[src/hdl/rv_cfg.svh]
`ifndef RV_CFG_SVH
`define RV_CFG_SVH

// data and pc width
`define RV_XLEN 32

// instruction word width
`define RV_ILEN 32

// architectural register count and index width
`define RV_NREGS 32
`define RV_RIDX_W 5

`endif
[src/hdl/rv_pkg.sv]
`default_nettype none

`include "rv_cfg.svh"

package rv_pkg;

    // major opcodes handled by the core
    typedef enum logic [6:0] {
        OPC_NONE   = 7'b0000000,
        OPC_OP_IMM = 7'b0010011,
        OPC_AUIPC  = 7'b0010111,
        OPC_OP     = 7'b0110011,
        OPC_LUI    = 7'b0110111,
        OPC_BRANCH = 7'b1100011,
        OPC_JALR   = 7'b1100111,
        OPC_JAL    = 7'b1101111
    } opcode_e;

    typedef enum logic [3:0] {
        ALU_ADD, ALU_SUB, ALU_SLL, ALU_SLT, ALU_SLTU, ALU_XOR,
        ALU_SRL, ALU_SRA, ALU_OR, ALU_AND, ALU_PASS_B
    } alu_op_e;

    typedef enum logic [3:0] {
        BR_NONE, BR_BEQ, BR_BNE, BR_BLT, BR_BGE, BR_BLTU, BR_BGEU, BR_JAL, BR_JALR
    } br_kind_e;

    // decode stage register
    typedef struct packed {
        logic                  valid;
        logic [`RV_XLEN-1:0]   pc;
        logic [`RV_ILEN-1:0]   inst;
        logic [`RV_RIDX_W-1:0] rs1_addr;
        logic [`RV_RIDX_W-1:0] rs2_addr;
        logic                  use_rs1;
        logic                  use_rs2;
        logic [`RV_RIDX_W-1:0] rd_addr;
        logic                  rd_we;
        logic [`RV_XLEN-1:0]   imm;
        alu_op_e               alu_op;
        logic                  imm_sel;   // operand b from immediate
        logic                  pc_sel;    // operand a from pc
        br_kind_e              br_kind;
    } decoded_t;

    // execute stage register, committed by the result stage
    typedef struct packed {
        logic                  valid;
        logic [`RV_XLEN-1:0]   pc;
        logic [`RV_ILEN-1:0]   inst;
        logic [`RV_RIDX_W-1:0] rd_addr;
        logic                  rd_we;
        logic [`RV_XLEN-1:0]   rd_data;
        logic                  taken;
        logic [`RV_XLEN-1:0]   target;
    } exec_result_t;

endpackage

`default_nettype wire

[src/hdl/rv_core.sv]
`timescale 1ns/1ps
`default_nettype none

`include "rv_cfg.svh"

module rv_core (
    input  wire logic                   clk,
    input  wire logic                   rst,
    input  wire logic                   inst_valid_i,
    input  wire logic [`RV_ILEN-1:0]    inst_i,
    input  wire logic [`RV_XLEN-1:0]    pc_i,
    output logic                        commit_valid_o,
    output logic      [`RV_XLEN-1:0]    commit_pc_o,
    output logic      [`RV_ILEN-1:0]    commit_inst_o,
    output logic      [`RV_RIDX_W-1:0]  commit_rd_addr_o,
    output logic      [`RV_XLEN-1:0]    commit_rd_data_o,
    output logic                        redirect_o,
    output logic      [`RV_XLEN-1:0]    redirect_pc_o
);

    rv_pkg::decoded_t     d_stage;
    rv_pkg::exec_result_t e_stage;
    logic [`RV_RIDX_W-1:0] rs1_addr;
    logic [`RV_RIDX_W-1:0] rs2_addr;
    logic [`RV_XLEN-1:0]   rs1_data;
    logic [`RV_XLEN-1:0]   rs2_data;

    // redirect squashes both younger stages
    rv_decode u_decode (
        .clk          (clk),
        .rst          (rst),
        .flush_i      (redirect_o),
        .inst_valid_i (inst_valid_i),
        .inst_i       (inst_i),
        .pc_i         (pc_i),
        .d_stage_o    (d_stage)
    );

    rv_execute u_execute (
        .clk          (clk),
        .rst          (rst),
        .flush_i      (redirect_o),
        .d_stage_i    (d_stage),
        .rs1_data_i   (rs1_data),
        .rs2_data_i   (rs2_data),
        .rs1_addr_o   (rs1_addr),
        .rs2_addr_o   (rs2_addr),
        .e_stage_o    (e_stage)
    );

    rv_result u_result (
        .clk              (clk),
        .rst              (rst),
        .e_stage_i        (e_stage),
        .rs1_addr_i       (rs1_addr),
        .rs2_addr_i       (rs2_addr),
        .rs1_data_o       (rs1_data),
        .rs2_data_o       (rs2_data),
        .commit_valid_o   (commit_valid_o),
        .commit_pc_o      (commit_pc_o),
        .commit_inst_o    (commit_inst_o),
        .commit_rd_addr_o (commit_rd_addr_o),
        .commit_rd_data_o (commit_rd_data_o),
        .redirect_o       (redirect_o),
        .redirect_pc_o    (redirect_pc_o)
    );

endmodule

`default_nettype wire

[src/hdl/rv_result.sv]
`timescale 1ns/1ps
`default_nettype none

`include "rv_cfg.svh"

module rv_result (
    input  wire logic                   clk,
    input  wire logic                   rst,
    input  wire rv_pkg::exec_result_t   e_stage_i,
    input  wire logic [`RV_RIDX_W-1:0]  rs1_addr_i,
    input  wire logic [`RV_RIDX_W-1:0]  rs2_addr_i,
    output logic      [`RV_XLEN-1:0]    rs1_data_o,
    output logic      [`RV_XLEN-1:0]    rs2_data_o,
    output logic                        commit_valid_o,
    output logic      [`RV_XLEN-1:0]    commit_pc_o,
    output logic      [`RV_ILEN-1:0]    commit_inst_o,
    output logic      [`RV_RIDX_W-1:0]  commit_rd_addr_o,
    output logic      [`RV_XLEN-1:0]    commit_rd_data_o,
    output logic                        redirect_o,
    output logic      [`RV_XLEN-1:0]    redirect_pc_o
);

    logic [`RV_XLEN-1:0] regs [`RV_NREGS];
    logic                wr_en;

    // value about to commit takes priority over the array
    function automatic logic [`RV_XLEN-1:0] read_port(
        input logic [`RV_RIDX_W-1:0] addr,
        input logic [`RV_XLEN-1:0]   rf_val,
        input rv_pkg::exec_result_t  e
    );
        logic [`RV_XLEN-1:0] val;
        if (addr == '0) begin
            val = '0;
        end else if (e.valid && e.rd_we && (e.rd_addr == addr)) begin
            val = e.rd_data;
        end else begin
            val = rf_val;
        end
        return val;
    endfunction

    assign wr_en = e_stage_i.valid && e_stage_i.rd_we && (e_stage_i.rd_addr != '0);

    always_ff @(posedge clk) begin
        if (rst) begin
            for (int i = 0; i < `RV_NREGS; i++) begin
                regs[i] <= '0;
            end
        end else if (wr_en) begin
            regs[e_stage_i.rd_addr] <= e_stage_i.rd_data;
        end
    end

    assign rs1_data_o = read_port(rs1_addr_i, regs[rs1_addr_i], e_stage_i);
    assign rs2_data_o = read_port(rs2_addr_i, regs[rs2_addr_i], e_stage_i);

    // rd fields of the commit port read zero when nothing is written
    assign commit_valid_o   = e_stage_i.valid;
    assign commit_pc_o      = e_stage_i.pc;
    assign commit_inst_o    = e_stage_i.inst;
    assign commit_rd_addr_o = e_stage_i.rd_we ? e_stage_i.rd_addr : '0;
    assign commit_rd_data_o = e_stage_i.rd_we ? e_stage_i.rd_data : '0;

    // no prediction, so every taken transfer redirects
    assign redirect_o    = e_stage_i.valid && e_stage_i.taken;
    assign redirect_pc_o = e_stage_i.target;

endmodule

`default_nettype wire

[src/hdl/rv_execute.sv]
`timescale 1ns/1ps
`default_nettype none

`include "rv_cfg.svh"

module rv_execute (
    input  wire logic                   clk,
    input  wire logic                   rst,
    input  wire logic                   flush_i,
    input  wire rv_pkg::decoded_t       d_stage_i,
    input  wire logic [`RV_XLEN-1:0]    rs1_data_i,
    input  wire logic [`RV_XLEN-1:0]    rs2_data_i,
    output logic      [`RV_RIDX_W-1:0]  rs1_addr_o,
    output logic      [`RV_RIDX_W-1:0]  rs2_addr_o,
    output rv_pkg::exec_result_t        e_stage_o
);

    localparam int SHAMT_W = $clog2(`RV_XLEN);

    logic [`RV_XLEN-1:0] op_a;
    logic [`RV_XLEN-1:0] op_b;
    logic [SHAMT_W-1:0]  shamt;
    logic [`RV_XLEN-1:0] alu_res;
    logic [`RV_XLEN-1:0] link;
    logic [`RV_XLEN-1:0] jalr_sum;
    logic                is_jump;
    logic                taken;
    rv_pkg::exec_result_t res;

    // unused source ports read x0
    assign rs1_addr_o = d_stage_i.use_rs1 ? d_stage_i.rs1_addr : '0;
    assign rs2_addr_o = d_stage_i.use_rs2 ? d_stage_i.rs2_addr : '0;

    assign op_a  = d_stage_i.pc_sel ? d_stage_i.pc : rs1_data_i;
    assign op_b  = d_stage_i.imm_sel ? d_stage_i.imm : rs2_data_i;
    assign shamt = op_b[SHAMT_W-1:0];

    always_comb begin
        case (d_stage_i.alu_op)
            rv_pkg::ALU_ADD:  alu_res = op_a + op_b;
            rv_pkg::ALU_SUB:  alu_res = op_a - op_b;
            rv_pkg::ALU_SLL:  alu_res = op_a << shamt;
            rv_pkg::ALU_SLT:  alu_res = {{(`RV_XLEN-1){1'b0}}, $signed(op_a) < $signed(op_b)};
            rv_pkg::ALU_SLTU: alu_res = {{(`RV_XLEN-1){1'b0}}, op_a < op_b};
            rv_pkg::ALU_XOR:  alu_res = op_a ^ op_b;
            rv_pkg::ALU_SRL:  alu_res = op_a >> shamt;
            rv_pkg::ALU_SRA:  alu_res = $unsigned($signed(op_a) >>> shamt);
            rv_pkg::ALU_OR:   alu_res = op_a | op_b;
            rv_pkg::ALU_AND:  alu_res = op_a & op_b;
            default:          alu_res = op_b;
        endcase
    end

    // branch compare always uses the two register values
    always_comb begin
        case (d_stage_i.br_kind)
            rv_pkg::BR_BEQ:  taken = rs1_data_i == rs2_data_i;
            rv_pkg::BR_BNE:  taken = rs1_data_i != rs2_data_i;
            rv_pkg::BR_BLT:  taken = $signed(rs1_data_i) < $signed(rs2_data_i);
            rv_pkg::BR_BGE:  taken = $signed(rs1_data_i) >= $signed(rs2_data_i);
            rv_pkg::BR_BLTU: taken = rs1_data_i < rs2_data_i;
            rv_pkg::BR_BGEU: taken = rs1_data_i >= rs2_data_i;
            rv_pkg::BR_JAL:  taken = 1'b1;
            rv_pkg::BR_JALR: taken = 1'b1;
            default:         taken = 1'b0;
        endcase
    end

    assign is_jump  = (d_stage_i.br_kind == rv_pkg::BR_JAL) ||
                      (d_stage_i.br_kind == rv_pkg::BR_JALR);
    assign link     = d_stage_i.pc + `RV_XLEN'd4;
    assign jalr_sum = rs1_data_i + d_stage_i.imm;

    always_comb begin
        res.valid   = d_stage_i.valid;
        res.pc      = d_stage_i.pc;
        res.inst    = d_stage_i.inst;
        res.rd_addr = d_stage_i.rd_addr;
        res.rd_we   = d_stage_i.rd_we;
        res.rd_data = is_jump ? link : alu_res;
        res.taken   = taken;
        // jalr target has bit 0 forced low
        if (d_stage_i.br_kind == rv_pkg::BR_JALR) begin
            res.target = {jalr_sum[`RV_XLEN-1:1], 1'b0};
        end else begin
            res.target = d_stage_i.pc + d_stage_i.imm;
        end
    end

    always_ff @(posedge clk) begin
        e_stage_o <= res;
        if (rst || flush_i) begin
            e_stage_o.valid <= 1'b0;
        end
    end

endmodule

`default_nettype wire

[src/hdl/rv_decode.sv]
`timescale 1ns/1ps
`default_nettype none

`include "rv_cfg.svh"

module rv_decode (
    input  wire logic                 clk,
    input  wire logic                 rst,
    input  wire logic                 flush_i,
    input  wire logic                 inst_valid_i,
    input  wire logic [`RV_ILEN-1:0]  inst_i,
    input  wire logic [`RV_XLEN-1:0]  pc_i,
    output rv_pkg::decoded_t          d_stage_o
);

    rv_pkg::opcode_e  opcode;
    rv_pkg::decoded_t dec;
    logic [2:0]          funct3;
    logic [`RV_XLEN-1:0] imm_i;
    logic [`RV_XLEN-1:0] imm_b;
    logic [`RV_XLEN-1:0] imm_u;
    logic [`RV_XLEN-1:0] imm_j;
    logic                rd_we_raw;

    // register-register and register-immediate share the funct3 map
    function automatic rv_pkg::alu_op_e alu_op_from(input logic [2:0] f3, input logic alt);
        rv_pkg::alu_op_e op;
        case (f3)
            3'b000:  op = alt ? rv_pkg::ALU_SUB : rv_pkg::ALU_ADD;
            3'b001:  op = rv_pkg::ALU_SLL;
            3'b010:  op = rv_pkg::ALU_SLT;
            3'b011:  op = rv_pkg::ALU_SLTU;
            3'b100:  op = rv_pkg::ALU_XOR;
            3'b101:  op = alt ? rv_pkg::ALU_SRA : rv_pkg::ALU_SRL;
            3'b110:  op = rv_pkg::ALU_OR;
            default: op = rv_pkg::ALU_AND;
        endcase
        return op;
    endfunction

    assign funct3 = inst_i[14:12];

    // immediates of every format in use, store format not needed
    assign imm_i = {{(`RV_XLEN-12){inst_i[31]}}, inst_i[31:20]};
    assign imm_b = {{(`RV_XLEN-12){inst_i[31]}}, inst_i[7], inst_i[30:25], inst_i[11:8], 1'b0};
    assign imm_u = {{(`RV_XLEN-31){inst_i[31]}}, inst_i[30:12], 12'b0};
    assign imm_j = {{(`RV_XLEN-20){inst_i[31]}}, inst_i[19:12], inst_i[20], inst_i[30:21], 1'b0};

    always_comb begin
        case (inst_i[6:0])
            rv_pkg::OPC_OP, rv_pkg::OPC_OP_IMM, rv_pkg::OPC_LUI, rv_pkg::OPC_AUIPC,
            rv_pkg::OPC_JAL, rv_pkg::OPC_JALR, rv_pkg::OPC_BRANCH: begin
                opcode = rv_pkg::opcode_e'(inst_i[6:0]);
            end
            default: opcode = rv_pkg::OPC_NONE;
        endcase
    end

    always_comb begin
        dec          = '0;
        rd_we_raw    = 1'b0;
        dec.valid    = inst_valid_i;
        dec.pc       = pc_i;
        dec.inst     = inst_i;
        dec.rs1_addr = inst_i[19:15];
        dec.rs2_addr = inst_i[24:20];
        dec.rd_addr  = inst_i[11:7];
        dec.alu_op   = rv_pkg::ALU_ADD;
        dec.br_kind  = rv_pkg::BR_NONE;
        case (opcode)
            rv_pkg::OPC_OP: begin
                dec.use_rs1 = 1'b1;
                dec.use_rs2 = 1'b1;
                dec.alu_op  = alu_op_from(funct3, inst_i[30]);
                rd_we_raw   = 1'b1;
            end
            rv_pkg::OPC_OP_IMM: begin
                dec.use_rs1 = 1'b1;
                dec.imm     = imm_i;
                dec.imm_sel = 1'b1;
                // only the right shifts use bit 30 as an alternate
                dec.alu_op  = alu_op_from(funct3, (funct3 == 3'b101) && inst_i[30]);
                rd_we_raw   = 1'b1;
            end
            rv_pkg::OPC_LUI: begin
                dec.imm     = imm_u;
                dec.imm_sel = 1'b1;
                dec.alu_op  = rv_pkg::ALU_PASS_B;
                rd_we_raw   = 1'b1;
            end
            rv_pkg::OPC_AUIPC: begin
                dec.imm     = imm_u;
                dec.imm_sel = 1'b1;
                dec.pc_sel  = 1'b1;
                rd_we_raw   = 1'b1;
            end
            rv_pkg::OPC_JAL: begin
                dec.imm     = imm_j;
                dec.br_kind = rv_pkg::BR_JAL;
                rd_we_raw   = 1'b1;
            end
            rv_pkg::OPC_JALR: begin
                dec.use_rs1 = 1'b1;
                dec.imm     = imm_i;
                dec.br_kind = rv_pkg::BR_JALR;
                rd_we_raw   = 1'b1;
            end
            rv_pkg::OPC_BRANCH: begin
                dec.use_rs1 = 1'b1;
                dec.use_rs2 = 1'b1;
                dec.imm     = imm_b;
                case (funct3)
                    3'b000:  dec.br_kind = rv_pkg::BR_BEQ;
                    3'b001:  dec.br_kind = rv_pkg::BR_BNE;
                    3'b100:  dec.br_kind = rv_pkg::BR_BLT;
                    3'b101:  dec.br_kind = rv_pkg::BR_BGE;
                    3'b110:  dec.br_kind = rv_pkg::BR_BLTU;
                    3'b111:  dec.br_kind = rv_pkg::BR_BGEU;
                    default: dec.br_kind = rv_pkg::BR_NONE;
                endcase
            end
            default: begin
                // unsupported opcode retires as a no-op
                rd_we_raw = 1'b0;
            end
        endcase
        dec.rd_we = rd_we_raw && (dec.rd_addr != '0);
    end

    always_ff @(posedge clk) begin
        d_stage_o <= dec;
        if (rst || flush_i) begin
            d_stage_o.valid <= 1'b0;
        end
    end

endmodule

`default_nettype wire

[config.mk]
export PLATFORM = sky130hd
export DESIGN_NAME = rv_core
export DESIGN_NICKNAME = d
export VERILOG_FILES = /design/src/hdl/rv_pkg.sv /design/src/hdl/rv_core.sv /design/src/hdl/rv_result.sv /design/src/hdl/rv_execute.sv /design/src/hdl/rv_decode.sv
export VERILOG_INCLUDE_DIRS = /design/src /design/src/hdl
export SDC_FILE = /design/constraint.sdc
export NUM_CORES = 2
export LEC_CHECK = 0
export BUFFER_PORTS_ARGS = -buffer_cell sky130_fd_sc_hd__buf_2
export CORE_ASPECT_RATIO = 0.7
export CORE_UTILIZATION = 30
export DETAILED_ROUTE_END_ITERATION = 6
export GPL_ROUTABILITY_DRIVEN = 0
export PLACE_DENSITY_LB_ADDON = 0.05
export SLEW_MARGIN = 10
export SYNTH_ARGS = -nofsm -noshare
export SYNTH_HDL_FRONTEND = slang
export SYNTH_SLANG_ARGS = --single-unit
export TNS_END_PERCENT = 50
[constraint.sdc]
create_clock -name clk -period 6.98 [get_ports clk]
set_clock_uncertainty 0.05 [all_clocks]
set_input_delay 0.349 -clock clk [delete_from_list [all_inputs] [get_ports clk]]
set_output_delay 0.349 -clock clk [all_outputs]
set_load 0.05 [all_outputs]
# Word-level counts from Yosys, hierarchy flattened
# Memory sizes are Yosys's and may differ from the RTL's.
# Index checks and enable logic that the tools add are counted.
# word_totals
reg_bits	261
mem_bits_rw	1024
out_inout_bits	135
elab_cells	145
n_memories	1
# memory_table
name	depth	width	rd	rd_ports_with_merged_regs	wr	line_no	text
u_result.regs	32	32	2	0	32	rv_result.sv:23	logic [`RV_XLEN-1:0] regs [`RV_NREGS];
# op_classes
add_sub_neg	5
order_cmp	6
n_eq_ne	42
shifts	3
muxes	38
bitwise_logic	3
reduce_logical	24
# ops
operator	n
32-bit two-way mux	10
32-bit one-hot mux with 10 select lines	1
32-bit less-than comparator	4
32-bit one-hot mux with 4 select lines	1
32-bit adder	3
32-bit greater-or-equal comparator	2
4-bit one-hot mux with 7 select lines	2
7-bit equality test, second input constant	6
32-bit by 3-bit adder with 32-bit output, second input constant	1
32-bit bitwise AND	1
32-bit equality test	1
4-bit by 3-bit equality test with 1-bit output, second input constant	8
32-bit inequality test	1
32-bit OR	1
32-bit OR reduction	1
32-bit by 5-bit << shifter with 32-bit output	1
32-bit by 5-bit right shift with 32-bit output	1
32-bit by 5-bit >>> shifter with 32-bit output	1
32-bit subtractor	1
32-bit XOR	1
7-bit by 5-bit equality test with 1-bit output, second input constant	4
7-bit by 6-bit equality test with 1-bit output, second input constant	4
4-bit one-hot mux with 3 select lines	2
5-bit two-way mux	4
22 further kinds	59

# Longest topological paths before layout
# logic_depth
word_depth	9
mapped_depth	32
depth_no_buf	24

# Hierarchy
# A second synthesis with hierarchy kept.
# hier_totals
cells_unflattened	6369
hier_area_um2	75940.3
# by_module_without_submodules
module	instances	cells_per_inst	area_per_inst_um2	seq_area_each_um2
rv_result	1	3826	55643.4	30749.5
rv_execute	1	2310	17262.8	2722.6
rv_decode	1	233	3034.2	2202.1

# Least setup slack after synthesis
# OpenSTA, ideal clock, no wires.
# synth_path
path_type	register -> register
startpoint	register, netlist name u_decode.d_stage_o[80]
endpoint	register u_execute.e_stage_o[64] (netlist bit)
setup_ps	140
arrival_time_ps	5772
t_required_ps	6790
path_slack_ps	1018
path_stages_with_launch	28
period_less_slack_ps	5962
cell_sequence	dfxtp_1 > buf_4 > nand2_2 > buf_2 > buf_2 > buf_1 > mux4_2 > o21ai_0 > nor2_1 > nor3_1 > a311oi_1 > o21ai_0 > nor2_1 > a21oi_1 > ha_1 > inv_1 > nor2_1 > nor2_1 > a21oi_1 > a41oi_1 > o41ai_1 > o21ai_0 > o41a_1 > o221ai_1 > o41ai_1 > xnor2_1 > a22oi_1 > a221oi_2
# synth_rtl
element	line_no	text
end signal, assigned	rv_execute.sv:91	e_stage_o <= res;
end, declared	rv_execute.sv:15	output rv_pkg::exec_result_t e_stage_o

==> run_results.csv <==
group,metric,value,unit
timing,worst_slack,-47.3,ps
power,cell_internal_pwr,13.4,mW
power,seqPwrFrac,45.9,%
clock_network,tritoncts.num_buffers,153,
global_route,globalRoute.totalOverflow,0,
worst_hold_path,hold_path_depth,2,
power,pwr-share-clk,42.4,%
timing,tightest_slew,1200,ps
power,leakage,34.3,nW
route,avgViaCountPerCell,6.11,
synthesis,synth.top_cells.by_count,"edfxtp_1, and2_1, nand2_1",
route,post-route-drc-count,12,
synthesis,synth_area_leader_cell,"edfxtp_1",
timing,report.final.hold_viol_count,0,
placement,detailed_place_hpwl,293,mm
power,combPwrFrac,11.7,%
critical_path,worst_r2r_path_depth,22,
final_layout,fin_nets,7864,
final_layout,layout-drive-gt1-share,17.2,%
timing,final-setup-viol-count,1,
worst_hold_path,min-delay-path-class,"in2reg",
clock_network,h_tree_depth,4,
outcome,failed_checks,"design-rule violations, negative setup slack",
critical_path,worst_setup_path_start_kind,"flip-flop",
route,drt_first_pass_iters,7,
final_layout,postLayoutCoreUtil,35.0,%
clock_network,cts_tree,"built",
power,netSwitchingFraction,28.0,%
critical_path,critical_path.reg2reg.startpoint,"u_decode.d_stage_o[77]$_DFF_P_",
timing,grt_setup_unrepaired,"false",
clock_network,root_buffer,"clkbuf_16",
final_layout,multi_input_logic_area,37900,µm²
route,drt_first_iter_violations,10300,
critical_path,worst-setup-path-type,"reg2reg",
final_layout,final-seq-area,35600,µm²
critical_path,worstSetupEndpoint,"u_execute.e_stage_o[32]$_DFF_P_",
final_layout,syn_to_final_growth,15.5,%
final_layout,final_cell_count_no_fill,11100,
timing,maxSlewViolCount,0,
global_route,pin_count_of_the_biggest_net_entering_global_routing,94,
die,die-width,609,µm
critical_path,worst-endpoint-arrival,7690,ps
synthesis,synthDistinctLibCells,107,
critical_path,critical_path.max_fanout,56,
die,floorplan.core_area,256000,µm²
synthesis,synth-async-reset-ratio,0,%
synthesis,syn-mean-instance-area,10.5,µm²
route,wl,423,mm
synthesis,synth_top_area_cells,"edfxtp_1, and2_1, dfxtp_1",
die,floorplan.die_area,260000,µm²
final_layout,num-fill-cells,25600,
synthesis,yosys_most_used_dff,"edfxtp_1",
worst_hold_path,hold_path.startpoint,"pc_i[11]",
route,ant_nets,0,
synthesis,synth_seq_area_share,46.0,%
timing,fin_crit_sh,101,%
critical_path,timing.rr.end,"u_execute.e_stage_o[32]$_DFF_P_",
synthesis,synth_largest_type_area_fraction,39.7,%
power,net_load_switching_power,5.22,mW
critical_path,critPathLaunch,"u_decode.d_stage_o[77]$_DFF_P_",
timing,remaining_max_slew_budget_at_the_tightest_pin,19.5,%
placement,post-place-cells,10700,
die,chipHeight,427,µm
clock_network,insertion_delay,820,ps
power,vdd.ir_drop.worst,185,µV
synthesis,yosysWarnings,0,
route,detail_route.wl_per_cell,38.1,µm
synthesis,ys_ff_latch,1265,
clock_network,clock_tree.buffer_depth,4,
timing,finalCriticalPeriod,7030,ps
die,start_util,30.3,%
critical_path,setup.worst_path.end_class,"flip-flop",
synthesis,most_numerous_cell_in_the_yosys_netlist,"edfxtp_1",
global_route,number_of_antenna_violations_at_the_first_check_in_global_routing,42,
critical_path,cp_data_required_time,7640,ps
power,power_density,209,nW/µm²
placement,numPortBuffers,201,
global_route,first_global_vias,61800,
timing,max_clock_freq,142,MHz
critical_path,regToRegSetupSlack,-50,ps
global_route,overall_routing_resource_usage,31.2,%
synthesis,post_synth_inst_count,7393,
outcome,status,"finished, violations left",
clock_network,clkSinkCount,1265,
clock_network,clk_transition_reported_paths,60,ps
die,ioPinCount,202,
global_route,grt_first_pass_wirelength,560,mm
synthesis,syn_area,77400,µm²
die,fp-row-count,155,
route,vias,67900,
synthesis,synth_edf_count,1024,
flow_run,cap_viol_max_count,0,
logic make-up after synthesis:
logic type / after synthesis / share of synthesized area [%]
muxes: 574 / 9.48
adders and majority gates: 199 / 3.26
and+or+nand+nor: 2486 / 16.9
other: 1 / 0.00485
xor gates and xnor gates: 95 / 1.08
buffers and inverters: 933 / 5.91
DFF: 1265 / 46.0
AOI/OAI and AO/OA: 1840 / 17.4
through the flow:
step / setup slack (ps) / hold slack, ps / TNS, ps / cell area [µm²] / power, mW
CTS: 9.97 / 66.9 / 0 / 89000 / 18.7
global route: 7.28 / 83.8 / 0 / 89300 / 19.1
floorplan: 1020 / 260 / 0 / 77500 / 9.80
global placement: -75.5 / 260 / -154 / 83700 / 10.8
finish: -47.3 / 116 / -47.3 / 89400 / 18.7
detailed placement: -69.7 / 262 / -179 / 83700 / 10.8
power groups by stage:
stage          Combinational (mW)  Clock, mW  Sequential [mW]
5_1_grt                      2.23       8.26             8.59
3_3_place_gp                 2.08          0             8.72
2_1_floorplan                1.18          0             8.62
4_1_cts                      2.10       8.02             8.56
6_report                     2.17       7.91             8.57
3_5_place_dp                 2.07          0             8.72
area by class of cell:
class                           count  area share (%)
Multi-Input combinational cell   5227            42.4
Sequential cell                  1265            39.8
Timing Repair Buffer              810            7.16
Tap cell                         3375            4.72
Clock buffer                      202            4.71
Inverter                          141           0.596
Clock inverter                     59           0.474
Antenna cell                       27          0.0756
worst min path at each step:
stage	slack [ps]	endpoint
2_1_floorplan	260	u_execute.e_stage_o[100]$_DFF_P_
3_3_place_gp	260	u_execute.e_stage_o[71]$_DFF_P_
3_5_place_dp	260	u_execute.e_stage_o[74]$_DFF_P_
4_1_cts	70	u_decode.d_stage_o[103]$_DFF_P_
5_1_grt	80	u_result.regs[0][13]$_SDFFCE_PN0P_
6_report	120	u_decode.d_stage_o[103]$_DFF_P_
worst max-delay path: stages, from the launching register on:
cell      delay [ps]
dfxtp_4          630
buf_4            520
buf_12           330
nor2b_1           90
a211oi_1         220
a211oi_1         110
o32a_1           510
a22oi_1          310
nand2_1          510
ha_1             520
a21o_1           170
a21oi_1          140
nor2b_1           60
o21ai_0          140
nand2b_1         110
a21oi_1          510
o21ai_1          460
buf_4            270
a21oi_1          420
buf_4            220
xnor2_1          150
a31oi_1          120
o32a_1           180
flip-flops by register name, summed over array words and instances (netlist names):
name	cells
u_execute.e_stage_o	131
u_result.regs	1024
u_decode.d_stage_o	110
what timing repair did:
item                                    in CTS  in global routing
endpoints found under the setup margin       3                 14
resized for setup                            3                 20
hold buffers                                65                  0
cloned                                       0                  2
buffers inserted                             0                 23
hold endpoints to repair                   107                  0
pin swaps                                    0                  2
cell usage in the layout (no fill, tap or decap), types with 36 or more instances in the layout:
cell and n:
o221ai_1 86, buf_12 47, buf_4 492, a211oi_1 205
nor4_1 38, a21o_1 91, nand2b_1 57, mux2i_1 397
nand3_1 113, clkbuf_16 160, a21oi_1 307, a32oi_1 47
o21ai_0 186, mux2_2 52, ha_1 195, edfxtp_1 1024
inv_1 130, a221oi_1 209, nor2_1 371, mux4_2 119
and2_1 926, o22ai_1 200, xor2_1 40, nor2b_1 88
buf_2 200, nand2_1 455, clkbuf_1 36, nor3_1 192
xnor2_1 55, dfxtp_1 232, dlygate4sd3_1 65
routing by layer:
metal,routed length [µm],up-vias,global-route usage (%)
met5,164,-,0.474
met4,11500,12,7.35
met3,48700,549,9.08
met2,159000,4233,40.8
met1,204000,34900,48.9
li1,-,28200,-
Power figures use the tool's default switching activity.
